`config.mk`:
```
export PLATFORM = sky130hd
export DESIGN_NAME = inst_decoder
export DESIGN_NICKNAME = d
export VERILOG_FILES = /design/src/decode_pkg.sv /design/src/inst_decoder.sv
export VERILOG_INCLUDE_DIRS = /design/src /design/src/include
export SDC_FILE = /design/constraint.sdc
export NUM_CORES = 1
export LEC_CHECK = 0
export ABC_AREA = 1
export BUFFER_PORTS_ARGS = -buffer_cell sky130_fd_sc_hd__buf_2
export CORE_MARGIN = 4
export CORE_UTILIZATION = 30
export DETAILED_ROUTE_END_ITERATION = 8
export GPL_TIMING_DRIVEN = 0
export PLACE_DENSITY = 0.66
export SLEW_MARGIN = 0
export SYNTH_ARGS = -nofsm -noshare
export SYNTH_HDL_FRONTEND = slang
export SYNTH_SLANG_ARGS = --single-unit
```
`constraint.sdc`:
```
create_clock -name vclk -period 3.04
set_input_delay 0.76 -clock vclk [all_inputs]
set_output_delay 0.76 -clock vclk [all_outputs]
set_load 0.02 [all_outputs]
```
`src/include/decode_params.svh`:
```
// RV64I base encodings only; widths assume a 32-entry integer register file
`ifndef DECODE_PARAMS_SVH
`define DECODE_PARAMS_SVH

`define XLEN        64              // data and pc width
`define ILEN        32              // instruction width
`define NUM_REGS    32              // integer registers
`define REG_ADDR_W  5               // register index width
`define NUM_SRC     2               // rs1 and rs2 lanes

`define OPC_LUI     7'b0110111
`define OPC_AUIPC   7'b0010111
`define OPC_JAL     7'b1101111
`define OPC_JALR    7'b1100111
`define OPC_BRANCH  7'b1100011
`define OPC_LOAD    7'b0000011
`define OPC_STORE   7'b0100011
`define OPC_OPIMM   7'b0010011
`define OPC_OP      7'b0110011
`define OPC_OPIMM32 7'b0011011
`define OPC_OP32    7'b0111011

`define F7_BASE     7'b0000000      // add, srl and friends
`define F7_ALT      7'b0100000      // sub, sra
`define F6_BASE     6'b000000       // rv64 immediate shifts, upper six bits
`define F6_ALT      6'b010000       // srai

`endif
```
`src/decode_pkg.sv`:
```
// operation and format types for the decode stage; no M, CSR or system instructions
`include "decode_params.svh"

package decode_pkg;

    // one code per kept RV64I instruction, illegal sits at zero
    typedef enum logic [5:0] {
        OP_ILLEGAL = 6'd0,
        OP_LUI, OP_AUIPC, OP_JAL, OP_JALR,
        OP_BEQ, OP_BNE, OP_BLT, OP_BGE, OP_BLTU, OP_BGEU,
        OP_LB, OP_LH, OP_LW, OP_LD, OP_LBU, OP_LHU, OP_LWU,
        OP_SB, OP_SH, OP_SW, OP_SD,
        OP_ADDI, OP_SLTI, OP_SLTIU, OP_XORI, OP_ORI, OP_ANDI,
        OP_SLLI, OP_SRLI, OP_SRAI,
        OP_ADD, OP_SUB, OP_SLL, OP_SLT, OP_SLTU,
        OP_XOR, OP_SRL, OP_SRA, OP_OR, OP_AND,
        OP_ADDIW, OP_SLLIW, OP_SRLIW, OP_SRAIW,
        OP_ADDW, OP_SUBW, OP_SLLW, OP_SRLW, OP_SRAW
    } rv_op_e;

    typedef enum logic [2:0] {
        FMT_I = 3'd0,                       // also used for R-type, imm ignored
        FMT_S = 3'd1,
        FMT_B = 3'd2,
        FMT_U = 3'd3,
        FMT_J = 3'd4
    } imm_fmt_e;

    // what fetch hands over, valid travels beside it
    typedef struct packed {
        logic [`XLEN-1:0] pc;
        logic [`ILEN-1:0] inst;
    } fetch_pkt_t;

    typedef struct packed {
        logic [`REG_ADDR_W-1:0] idx;        // rs1 or rs2 field
        logic                   used;       // instruction really reads it
    } src_req_t;

    typedef struct packed {
        rv_op_e                 op;
        imm_fmt_e               fmt;
        logic [`REG_ADDR_W-1:0] rd;
        logic                   wen;        // writes rd
        src_req_t [`NUM_SRC-1:0] src;       // [0] rs1, [1] rs2
    } dec_ctrl_t;

    // whole register file as one packed bus
    typedef logic [`NUM_REGS-1:0][`XLEN-1:0] gpr_file_t;

    // toward execute, all zero while stalled
    typedef struct packed {
        logic [`XLEN-1:0]       pc;
        logic [`ILEN-1:0]       inst;
        rv_op_e                 op;
        logic [`REG_ADDR_W-1:0] rd;
        logic                   wen;
        logic [`XLEN-1:0]       src_a;      // gpr[rs1]
        logic [`XLEN-1:0]       src_b;      // gpr[rs2]
        logic [`XLEN-1:0]       imm;        // sign extended, per format
    } issue_pkt_t;

endpackage

```
`src/inst_decoder.sv`:
```
// RV64I only; M, CSR, fence and system words come out illegal with no rd write and no sources
`timescale 1ns/10ps
`include "decode_params.svh"

module inst_decoder import decode_pkg::*; (
    input  logic [`ILEN-1:0]        inst,
    output dec_ctrl_t               ctrl,
    output imm_fmt_e                fmt,
    output src_req_t [`NUM_SRC-1:0] src_req
);

    logic [6:0] opcode;
    logic [2:0] funct3;
    logic [6:0] funct7;
    rv_op_e     op;
    logic       wen;
    logic       use_rs1;
    logic       use_rs2;

    assign opcode = inst[6:0];
    assign funct3 = inst[14:12];
    assign funct7 = inst[31:25];

    always_comb begin
        op      = OP_ILLEGAL;
        fmt     = FMT_I;
        wen     = 1'b1;                     // most groups write rd
        use_rs1 = 1'b1;
        use_rs2 = 1'b0;
        case (opcode)
            `OPC_LUI: begin
                op      = OP_LUI;
                fmt     = FMT_U;
                use_rs1 = 1'b0;
            end
            `OPC_AUIPC: begin
                op      = OP_AUIPC;
                fmt     = FMT_U;
                use_rs1 = 1'b0;
            end
            `OPC_JAL: begin
                op      = OP_JAL;
                fmt     = FMT_J;
                use_rs1 = 1'b0;
            end
            `OPC_JALR: if (funct3 == 3'b000) op = OP_JALR;
            `OPC_BRANCH: begin
                fmt     = FMT_B;            // B imm here, not I
                wen     = 1'b0;
                use_rs2 = 1'b1;
                case (funct3)
                    3'b000:  op = OP_BEQ;
                    3'b001:  op = OP_BNE;
                    3'b100:  op = OP_BLT;
                    3'b101:  op = OP_BGE;
                    3'b110:  op = OP_BLTU;
                    3'b111:  op = OP_BGEU;
                    default: op = OP_ILLEGAL;
                endcase
            end
            `OPC_LOAD: begin
                case (funct3)
                    3'b000:  op = OP_LB;
                    3'b001:  op = OP_LH;
                    3'b010:  op = OP_LW;
                    3'b011:  op = OP_LD;
                    3'b100:  op = OP_LBU;
                    3'b101:  op = OP_LHU;
                    3'b110:  op = OP_LWU;
                    default: op = OP_ILLEGAL;
                endcase
            end
            `OPC_STORE: begin
                fmt     = FMT_S;
                wen     = 1'b0;
                use_rs2 = 1'b1;             // store data
                case (funct3)
                    3'b000:  op = OP_SB;
                    3'b001:  op = OP_SH;
                    3'b010:  op = OP_SW;
                    3'b011:  op = OP_SD;
                    default: op = OP_ILLEGAL;
                endcase
            end
            `OPC_OPIMM: begin
                case (funct3)
                    3'b000:  op = OP_ADDI;
                    3'b010:  op = OP_SLTI;
                    3'b011:  op = OP_SLTIU;
                    3'b100:  op = OP_XORI;
                    3'b110:  op = OP_ORI;
                    3'b111:  op = OP_ANDI;
                    3'b001:  if (inst[31:26] == `F6_BASE) op = OP_SLLI;   // 6-bit shamt
                    default: begin
                        if (inst[31:26] == `F6_BASE)     op = OP_SRLI;
                        else if (inst[31:26] == `F6_ALT) op = OP_SRAI;
                    end
                endcase
            end
            `OPC_OP: begin
                use_rs2 = 1'b1;
                case ({funct7, funct3})
                    {`F7_BASE, 3'b000}: op = OP_ADD;
                    {`F7_ALT,  3'b000}: op = OP_SUB;
                    {`F7_BASE, 3'b001}: op = OP_SLL;
                    {`F7_BASE, 3'b010}: op = OP_SLT;
                    {`F7_BASE, 3'b011}: op = OP_SLTU;
                    {`F7_BASE, 3'b100}: op = OP_XOR;
                    {`F7_BASE, 3'b101}: op = OP_SRL;
                    {`F7_ALT,  3'b101}: op = OP_SRA;
                    {`F7_BASE, 3'b110}: op = OP_OR;
                    {`F7_BASE, 3'b111}: op = OP_AND;
                    default:            op = OP_ILLEGAL;   // mul/div land here
                endcase
            end
            `OPC_OPIMM32: begin
                case ({funct7, funct3})
                    {`F7_BASE, 3'b001}: op = OP_SLLIW;
                    {`F7_BASE, 3'b101}: op = OP_SRLIW;
                    {`F7_ALT,  3'b101}: op = OP_SRAIW;
                    default:            if (funct3 == 3'b000) op = OP_ADDIW;
                endcase
            end
            `OPC_OP32: begin
                use_rs2 = 1'b1;
                case ({funct7, funct3})
                    {`F7_BASE, 3'b000}: op = OP_ADDW;
                    {`F7_ALT,  3'b000}: op = OP_SUBW;
                    {`F7_BASE, 3'b001}: op = OP_SLLW;
                    {`F7_BASE, 3'b101}: op = OP_SRLW;
                    {`F7_ALT,  3'b101}: op = OP_SRAW;
                    default:            op = OP_ILLEGAL;
                endcase
            end
            default: op = OP_ILLEGAL;       // csr, ecall, fence, zero word
        endcase
        if (op == OP_ILLEGAL) begin         // never writes, never stalls
            wen     = 1'b0;
            use_rs1 = 1'b0;
            use_rs2 = 1'b0;
        end
    end

    always_comb begin
        src_req[0].idx  = inst[19:15];
        src_req[0].used = use_rs1;
        src_req[1].idx  = inst[24:20];
        src_req[1].used = use_rs2;
        ctrl.op         = op;
        ctrl.fmt        = fmt;
        ctrl.rd         = inst[11:7];
        ctrl.wen        = wen;
        ctrl.src        = src_req;
    end

endmodule

```
# [Yosys cells after proc, flatten, opt, wreduce, memory -nomap -nowiden]
# Index checks and enable logic that the tools add are counted.
[word_totals] ff_bits=0 elab_cells=56
[classes] n_eq_ne=28 reduce_logical=8 muxes=20
[ops] cell="5-bit case mux with 7 select lines" count=2
[ops] cell="6-bit case mux with 11 select lines" count=1
[ops] cell="6-bit case mux with 10 select lines" count=1
[ops] cell="10-bit by 3-bit == test with 1-bit output (second input constant)" count=4
[ops] cell="6-bit case mux with 5 select lines" count=1
[ops] cell="7-bit by 6-bit == test with 1-bit output (second input constant)" count=4
[ops] cell="4-bit case mux with 6 select lines" count=1
[ops] cell="7-bit by 5-bit == test with 1-bit output (second input constant)" count=3
[ops] cell="7-bit == test (second input constant)" count=3
[ops] cell="10-bit by 2-bit == test with 1-bit output (second input constant)" count=2
[ops] cell="10-bit by 9-bit == test with 1-bit output (second input constant)" count=2
[ops] cell="5-bit case mux with 4 select lines" count=1
[ops] cell="6-bit case mux with 3 select lines" count=1
[ops] cell="5-bit two-way mux" count=3
[ops] cell="3-bit == test (second input constant)" count=4
[ops] cell="6-bit logical NOT" count=2
[ops] cell="3-bit case mux with 4 select lines" count=1
[ops] cell="10-bit by 1-bit == test with 1-bit output (second input constant)" count=1
[ops] cell="10-bit logical NOT" count=1
[ops] cell="7-bit by 2-bit == test with 1-bit output (second input constant)" count=1
[ops] cell="3-bit by 2-bit == test with 1-bit output (second input constant)" count=2
[ops] cell="6-bit by 5-bit == test with 1-bit output (second input constant)" count=1
[ops] cell="1-bit two-way mux" count=6
[ops] cell="6-bit two-way mux" count=1
[ops] cell="other kinds (6)" count=7

# [Logic depth before layout (Yosys ltp)]
# Gate-level depths: netlist (run 1).
[depth] word_depth=7 mapped_depth=17 ltp_nobuf=15

# [Least setup slack after synthesis (run 1)]
# OpenSTA, ideal clock, no wires.
[synth_path] path_type="input to output" from="in inst[4]" to="out ctrl[0] (netlist bit)" setup_slack_ps=197 arrival_ps=2083 required_time_ps=2280 stages=12 cell_sequence="inv_1 > nand3_2 > nor2_1 > nor2_1 > nand2_1 > nor2_2 > nand3_2 > nor2_2 > nand3_2 > nand2_1 > inv_1 > buf_4"
[synth_rtl] item="start, declared" line_no="inst_decoder.sv:6" rtl="input logic [`ILEN-1:0] inst,"
[synth_rtl] item="end, declared" line_no="inst_decoder.sv:7" rtl="output dec_ctrl_t ctrl,"

# [Final worst setup path (run 1)]
[layout_path] from="in inst[25]" to="out ctrl[0] (netlist bit)"
[layout_via] elab_chain_cells=5
[layout_rtl] item="10-bit by 3-bit == test with 1-bit output, or another cell as far along" line_no="inst_decoder.sv:102" rtl="case ({funct7, funct3})"
[layout_rtl] item="6-bit case mux with 10 select lines, or another cell as far along" line_no="inst_decoder.sv:102"
[layout_rtl] item="6-bit case mux with 11 select lines (*)" line_no="inst_decoder.sv:30" rtl="case (opcode)"
[layout_rtl] item="6-bit logical NOT (*)" line_no="inst_decoder.sv:137" rtl="if (op == OP_ILLEGAL) begin"
[layout_rtl] item="1-bit two-way mux (*)" line_no="inst_decoder.sv:137"
# Every way passes the cells marked *; elsewhere a longest branch is shown, timed or not.

==> summary.md, run 1 <==
| Metric | Value |
|---|---|
| Pwr/cell area | `108 nW/um2` |
| PortBufs | `56` |
| Placed Area | `1700 um2` |
| Crit path kind | `input port to primary output` |
| Synthesized cell area | `1360 um2` |
| Largest net degree at the start of global routing | `11` |
| Fin area | `2080 um2` |
| Placed Instances | `356` |
| Flip-flop and latch area | `0 um2` |
| Syn nets | `280` |
| Cell Rows | `24` |
| Max_cap viols | `0` |
| Critical Path Stages | `16` |
| Worst Path Required | `2.28 ns` |
| Setup TNS Final | `0 ns` |
| Ports | `74` |
| Core area | `4350 um2` |
| Die height | `75.2 um` |
| YS warnings | `0` |
| Compound-Gate Fraction of Synth Area | `0.0821` |
| Number of diodes | `0` |
| Top-area cell type share of the netlist area | `0.183` |
| Hold path startpoint | `inst[15]` |
| Slowest-stage cell, CP | `nor2_1` |
| Crit. End Element | `primary output` |
| Sequential element share of the synthesized area | `0` |
| Largest family of logic cells by synthesized area | `simple AND/OR/NAND/NOR gates` |
| Max IR drop VDD | `40.3 uV` |
| Antenna violations before repair | `0` |
| Post-synthesis mux area share | `0` |
| Setup crit start kind | `input port` |
| Slew HR | `0.845` |
| Die ar. | `5660 um2` |
| Core Util, Final | `0.477` |
| DR vias/cell | `4.55` |
| DR vias | `1665` |
| Most frequent cells after synthesis | `nand2_1 (63), nor2_1 (34), buf_4 (33), inv_1 (28), nand3_1 (21)` |
| Setup slack at placement | `-0.0700 ns` |
| CLK BUF | `0` |
| Die width | `75.2 um` |
| GR Util met3 | `0.00267` |
| XOR/XNOR share of the synthesized area | `0` |
| Endpoints failing setup | `0` |
| Simple-gate share of the synthesized area | `0.608` |
| Status | `finished, final reports clean` |
| Top-count cell post-synth | `nand2_1` |
| Fin nets | `348` |
| Area leader, netlist | `buf_4` |
| Slowest stage delay, CP | `0.19 ns` |
| Worst hold path depth | `2` |
| Total Wirelength | `4.14 mm` |
| Busiest grt layer | `met2` |
| Minimum setup slack in the final design | `0.0174 ns` |
| Actual slew at the worst max-slew pin | `0.230 ns` |
| Mean post-synth cell area | `5.47 um2` |
| Total track usage | `0.119` |
| Critical path peak fanout | `4` |
| Met1 usage | `0.165` |
| Buf/Inv on CP | `6` |
| Vias in the first global route | `1386` |
| DRC Markers | `0` |
| Most common cell on crit path | `nand2_2` |
| First-pass GRT wire length | `5.62 mm` |
| Area Growth Syn to Fin | `53.1%` |
| Fmax | `331 MHz` |
| Top post-synthesis cells by area | `buf_4 (18%), nand2_1 (17%), nor2_1 (9.4%), inv_1 (7.7%), nand3_1 (7.7%)` |
| Pins Over Slew Limit | `0` |
| Routed len/inst | `11.3 um` |
| RSZ-0062 raised after global routing | `yes` |
| Ratio of cells with drive above 1 in the final layout | `0.618` |
| DPL Wire Length | `3.13 mm` |
| Post-route minimum period | `3.02 ns` |
| Leak | `1.16 nW` |
| Top Family by Delay on Critical Path | `simple AND/OR/NAND/NOR gates` |
| Syn Inst Count | `248` |
| Period Utilization, post-route | `0.994` |
| GPL Wtd Cong | `0.862` |
| Routing usage on met2 | `0.220` |
| Initial DRC count | `73` |
| Final sequential cell count | `0` |
| Final Hold Violating Endpoints | `0` |
| CP arrival | `2.26 ns` |
| Worst Hold Class | `input port to primary output` |
| Drt first pass iters | `4` |
| Synth Area in Adders | `0` |
| Non-Filler Instances | `366` |
| Crit-path cells | `buf_2, inv_2, nand2_2, inv_2, nand2_2, a21oi_1, nor2_1, nand3_1, nand2_1, nand2_2, nor2_2, nand3_2, nand2_2, inv_2, buf_4, buf_6` |
| Starting Density | `0.311` |
| Worst Hold End | `ctrl[1]` |
| Final ANT Viol Nets | `0` |
| Total gr overflow | `0` |
| Unique masters post-synth | `23` |
-- placed cells by master, fill, tap and decap left out, types with 3 or more instances in the layout --
cell type / n
a21oi_1: 5
buf_2: 43
buf_4: 40
buf_6: 15
inv_1: 19
inv_2: 12
inv_4: 3
nand2_1: 46
nand2_2: 23
nand2_4: 5
nand3_1: 17
nand3_2: 11
nand3_4: 3
nand4_1: 3
nor2_1: 21
nor2_2: 14
nor2_4: 14
o21ai_0: 5
-- how the worst max path moves through the flow --
| stage | from | to |
|---|---|---|
| 2_1_floorplan | inst[4] | ctrl[0] |
| 3_3_place_gp | inst[1] | ctrl[6] |
| 3_5_place_dp | inst[1] | ctrl[0] |
| 4_1_cts | inst[1] | ctrl[0] |
| 5_1_grt | inst[28] | src_req[6] |
| 6_report | inst[25] | ctrl[0] |
-- layer usage --
layer | vias to the layer above | routed length, um | part of all wire
met3 | 2 | 322 | 0.078
met4 | 0 | 19 | 0.0046
met2 | 62 | 2110 | 0.51
li1 | 875 | - | -
met1 | 726 | 1690 | 0.41
met5 | - | 0 | 0
-- report_power, final --
part / switching, mW / total, mW / leakage (nW) / internal, mW
clock: 0 / 0 / 0 / 0
sequential: 0 / 0 / 0 / 0
combinational: 0.127 / 0.225 / 1.16 / 0.0975
total: 0.127 / 0.225 / 1.16 / 0.0975
-- cell type report --
class	instances	area (um2)
multi-input combinational	178	1140
buffer	35	290
inverter	35	144
tap	52	65.1
fill	467	2280
timing repair buffer	66	442
-- per-stage QoR --
step	hold WS, ns	power, mW
CTS	1.74	0.186
floorplan	1.63	0.134
global route	1.74	0.243
global placement	1.74	0.179
detailed placement	1.74	0.181
finish	1.74	0.225
-- logic make-up after synthesis --
kind of cell           Yosys count
AOI/OAI and AO/OA               18
buffers and inverters           71
and+or+nand+nor                159
-- what timing repair did --
item	in CTS	in global routing
setup endpoints to repair	5	5
setup buffers	2	8
hold buffers	0	0
resized for setup	9	78
pin swaps	4	37
gates cloned	0	1
Note: power is estimated with default switching activity, not from simulation.
==> run 2, diff against run 1 <==
--- a/config.mk
+++ b/config.mk
@@ -6,13 +6,12 @@
 export SDC_FILE = /design/constraint.sdc
 export NUM_CORES = 1
 export LEC_CHECK = 0
-export ABC_AREA = 1
 export BUFFER_PORTS_ARGS = -buffer_cell sky130_fd_sc_hd__buf_2
 export CORE_MARGIN = 4
 export CORE_UTILIZATION = 30
 export DETAILED_ROUTE_END_ITERATION = 8
 export GPL_TIMING_DRIVEN = 0
-export PLACE_DENSITY = 0.66
+export PLACE_DENSITY = 0.67
 export SLEW_MARGIN = 0
 export SYNTH_ARGS = -nofsm -noshare
 export SYNTH_HDL_FRONTEND = slang
==> summary.md, run 2 <==
| Metric | Value |
|---|---|
| Unique masters post-synth | `54 (+130%)` |
| Vias in the first global route | `1467 (+5.8%)` |
| Buf/Inv on CP | `3 (-3)` |
| Final ANT Viol Nets | `0 (unchanged)` |
| Largest net degree at the start of global routing | `11 (unchanged)` |
| Max IR drop VDD | `49.4 uV (+23%)` |
| Fmax | `274 MHz (-17%)` |
| Drt first pass iters | `4 (unchanged)` |
| CLK BUF | `0 (unchanged)` |
| Initial DRC count | `92 (+26%)` |
| Total track usage | `0.152 (+0.0326)` |
| Core Util, Final | `0.500 (+0.0227)` |
| Sequential element share of the synthesized area | `0 (unchanged)` |
| Hold_buf cts | `0 (unchanged)` |
| Most frequent cells after synthesis | `buf_4 (35), nor3_1 (11), a21oi_1 (10), nand3_1 (10), o21ai_0 (9)` |
| Slowest-stage cell, CP | `or4_4` |
| Top-area cell type share of the netlist area | `0.216 (+0.0332)` |
| Crit-path cells | `buf_6, or4_4, o311a_1, or3_1, and3_4, nand3_4, nor4b_4, a2111oi_4, buf_4, buf_6` |
| RSZ-0062 raised after global routing | `yes` |
| Mean post-synth cell area | `6.69 um2 (+22%)` |
| Minimum setup slack in the final design | `-0.615 ns (-0.632 ns)` |
| First-pass GRT wire length | `6.66 mm (+19%)` |
| Total gr overflow | `0 (unchanged)` |
| Die ar. | `5140 um2 (-9.2%)` |
| Period Utilization, post-route | `1.20 (+0.208)` |
| DR vias | `1578 (-5.2%)` |
| Core area | `3800 um2 (-13%)` |
| DRC Markers | `0 (unchanged)` |
| Max_cap viols | `0 (unchanged)` |
| GPL Wtd Cong | `0.913 (+5.9%)` |
| PortBufs | `59 (+5.4%)` |
| Ports | `74 (unchanged)` |
| Cell Rows | `22 (-8.3%)` |
| Antenna violations before repair | `0 (unchanged)` |
| Number of diodes | `0 (unchanged)` |
| Die width | `71.7 um (-4.7%)` |
| Top Family by Delay on Critical Path | `simple AND/OR/NAND/NOR gates` |
| Synthesized cell area | `1220 um2 (-10%)` |
| Post-route minimum period | `3.65 ns (+0.632 ns)` |
| Critical path peak fanout | `4 (unchanged)` |
| Power consumption | `0.212 mW (-5.9%)` |
| Area leader, netlist | `buf_4` |
| CP arrival | `2.89 ns (+0.63 ns)` |
| Actual slew at the worst max-slew pin | `0.390 ns (+0.160 ns)` |
| Top post-synthesis cells by area | `buf_4 (22%), nor3_1 (4.5%), a21oi_1 (4.1%), nand2b_1 (4.1%), nand3_1 (4.1%)` |
| Worst Hold Class | `input port to primary output` |
| DR vias/cell | `5.31 (+17%)` |
| Total Wirelength | `4.23 mm (+2.2%)` |
| Most frequent cells in the layout | `buf_2 (51), buf_4 (49), buf_6 (10)` |
| Final sequential cell count | `0 (unchanged)` |
| Slowest stage delay, CP | `0.57 ns (+0.38 ns)` |
| Leak | `0.879 nW (-24%)` |
| Syn nets | `214 (-24%)` |
| Failing checks | `setup timing` |
| Setup TNS Final | `-2.82 ns (-2.82 ns)` |
| Routed len/inst | `14.2 um (+26%)` |
| Crit. End Element | `primary output` |
| Most common cell on crit path | `buf_6` |
| Pwr/cell area | `112 nW/um2 (+3.0%)` |
| Pins Over Slew Limit | `0 (unchanged)` |
| Area Growth Syn to Fin | `55.9%` |
| Crit path kind | `input port to primary output` |
| Syn Inst Count | `182 (-27%)` |
| Starting Density | `0.320 (+0.00899)` |
| Filler cell count | `398 (-15%)` |
| Status | `complete, but fails checks` |
| DPL Wire Length | `3.39 mm (+8.3%)` |
| Setup crit start kind | `input port` |
| Ratio of cells with drive above 1 in the final layout | `0.586 (-0.0315)` |
| Final Hold Violating Endpoints | `0 (unchanged)` |
| Die height | `71.7 um (-4.7%)` |
| Placed Instances | `289 (-19%)` |
| Most common cell after layout, fill and taps aside | `buf_2` |
| Endpoints failing setup | `7 (+7)` |
| Non-Filler Instances | `297 (-19%)` |
| Flip-flop and latch area | `0 um2 (unchanged)` |
| Top-count cell post-synth | `buf_4` |
| Worst Path Required | `2.28 ns (about the same)` |
| YS warnings | `0 (unchanged)` |
| Slew HR | `0.737 (-0.108)` |
| Fin nets | `283 (-19%)` |
-- run 2: cell count changes after synthesis, moves of 10 or more --
cell	change
nor3_1	+10
nand2_1	-56
nor2_1	-26
inv_1	-25
nand3_1	-11
nand2_2	-10
-- run 2: layout make-up --
cell class,count,area [um2],share of cell area
multi-input combinational,134,1080,0.568
timing repair buffer,69,425,0.224
buffer,43,323,0.170
tap,48,60.1,0.0316
inverter,3,11.3,0.00593
-- run 2: what timing repair did --
item	CTS	global route
buffers inserted	8	2
endpoints found under the setup margin	10	10
gates resized for setup	36	17
pin swaps	9	5
-- run 2: metal layers --
| layer | track usage | share of wire | wire length [um] | vias to the layer above |
|---|---|---|---|---|
| li1 | - | - | - | 777 |
| met1 | 0.213 | 0.42 | 1790 | 724 |
| met2 | 0.253 | 0.49 | 2070 | 75 |
| met3 | 0.0182 | 0.086 | 362 | 2 |
| met4 | 0.0188 | 0.0024 | 10 | 0 |
| met5 | 0 | 0 | 0 | - |
-- run 2: report_power, final --
part / internal [mW] / total (mW) / switching [mW]
Sequential: 0 / 0 / 0
Clock: 0 / 0 / 0
Combinational: 0.0958 / 0.212 / 0.116
-- run 2: metrics by stage --
step                      hold WS (ns)  cell area [um2]  worst slack (ns)
after floorplan                   1.63             1260            -0.345
after global placement            1.74             1610            -0.842
after detailed placement          1.74             1610            -0.863
after CTS                         1.74             1810            -0.627
after global routing              1.74             1900            -0.704
final                             1.74             1900            -0.615
-- run 2: cells by family (layout without fill, tap and decap cells) --
kind of cell,count (synthesis),count (layout),synth area share
simple gates,85,85,0.447
buf+inv,48,115,0.264
compound gates,42,42,0.235
xor+xnor,4,4,0.0288
mux,3,3,0.0247
-- run 2: path summary, 6_finish.rpt --
check,start,end,depth (start not counted)
setup / recovery,inst[27],ctrl[6],10
hold / removal,inst[22],ctrl[9],2
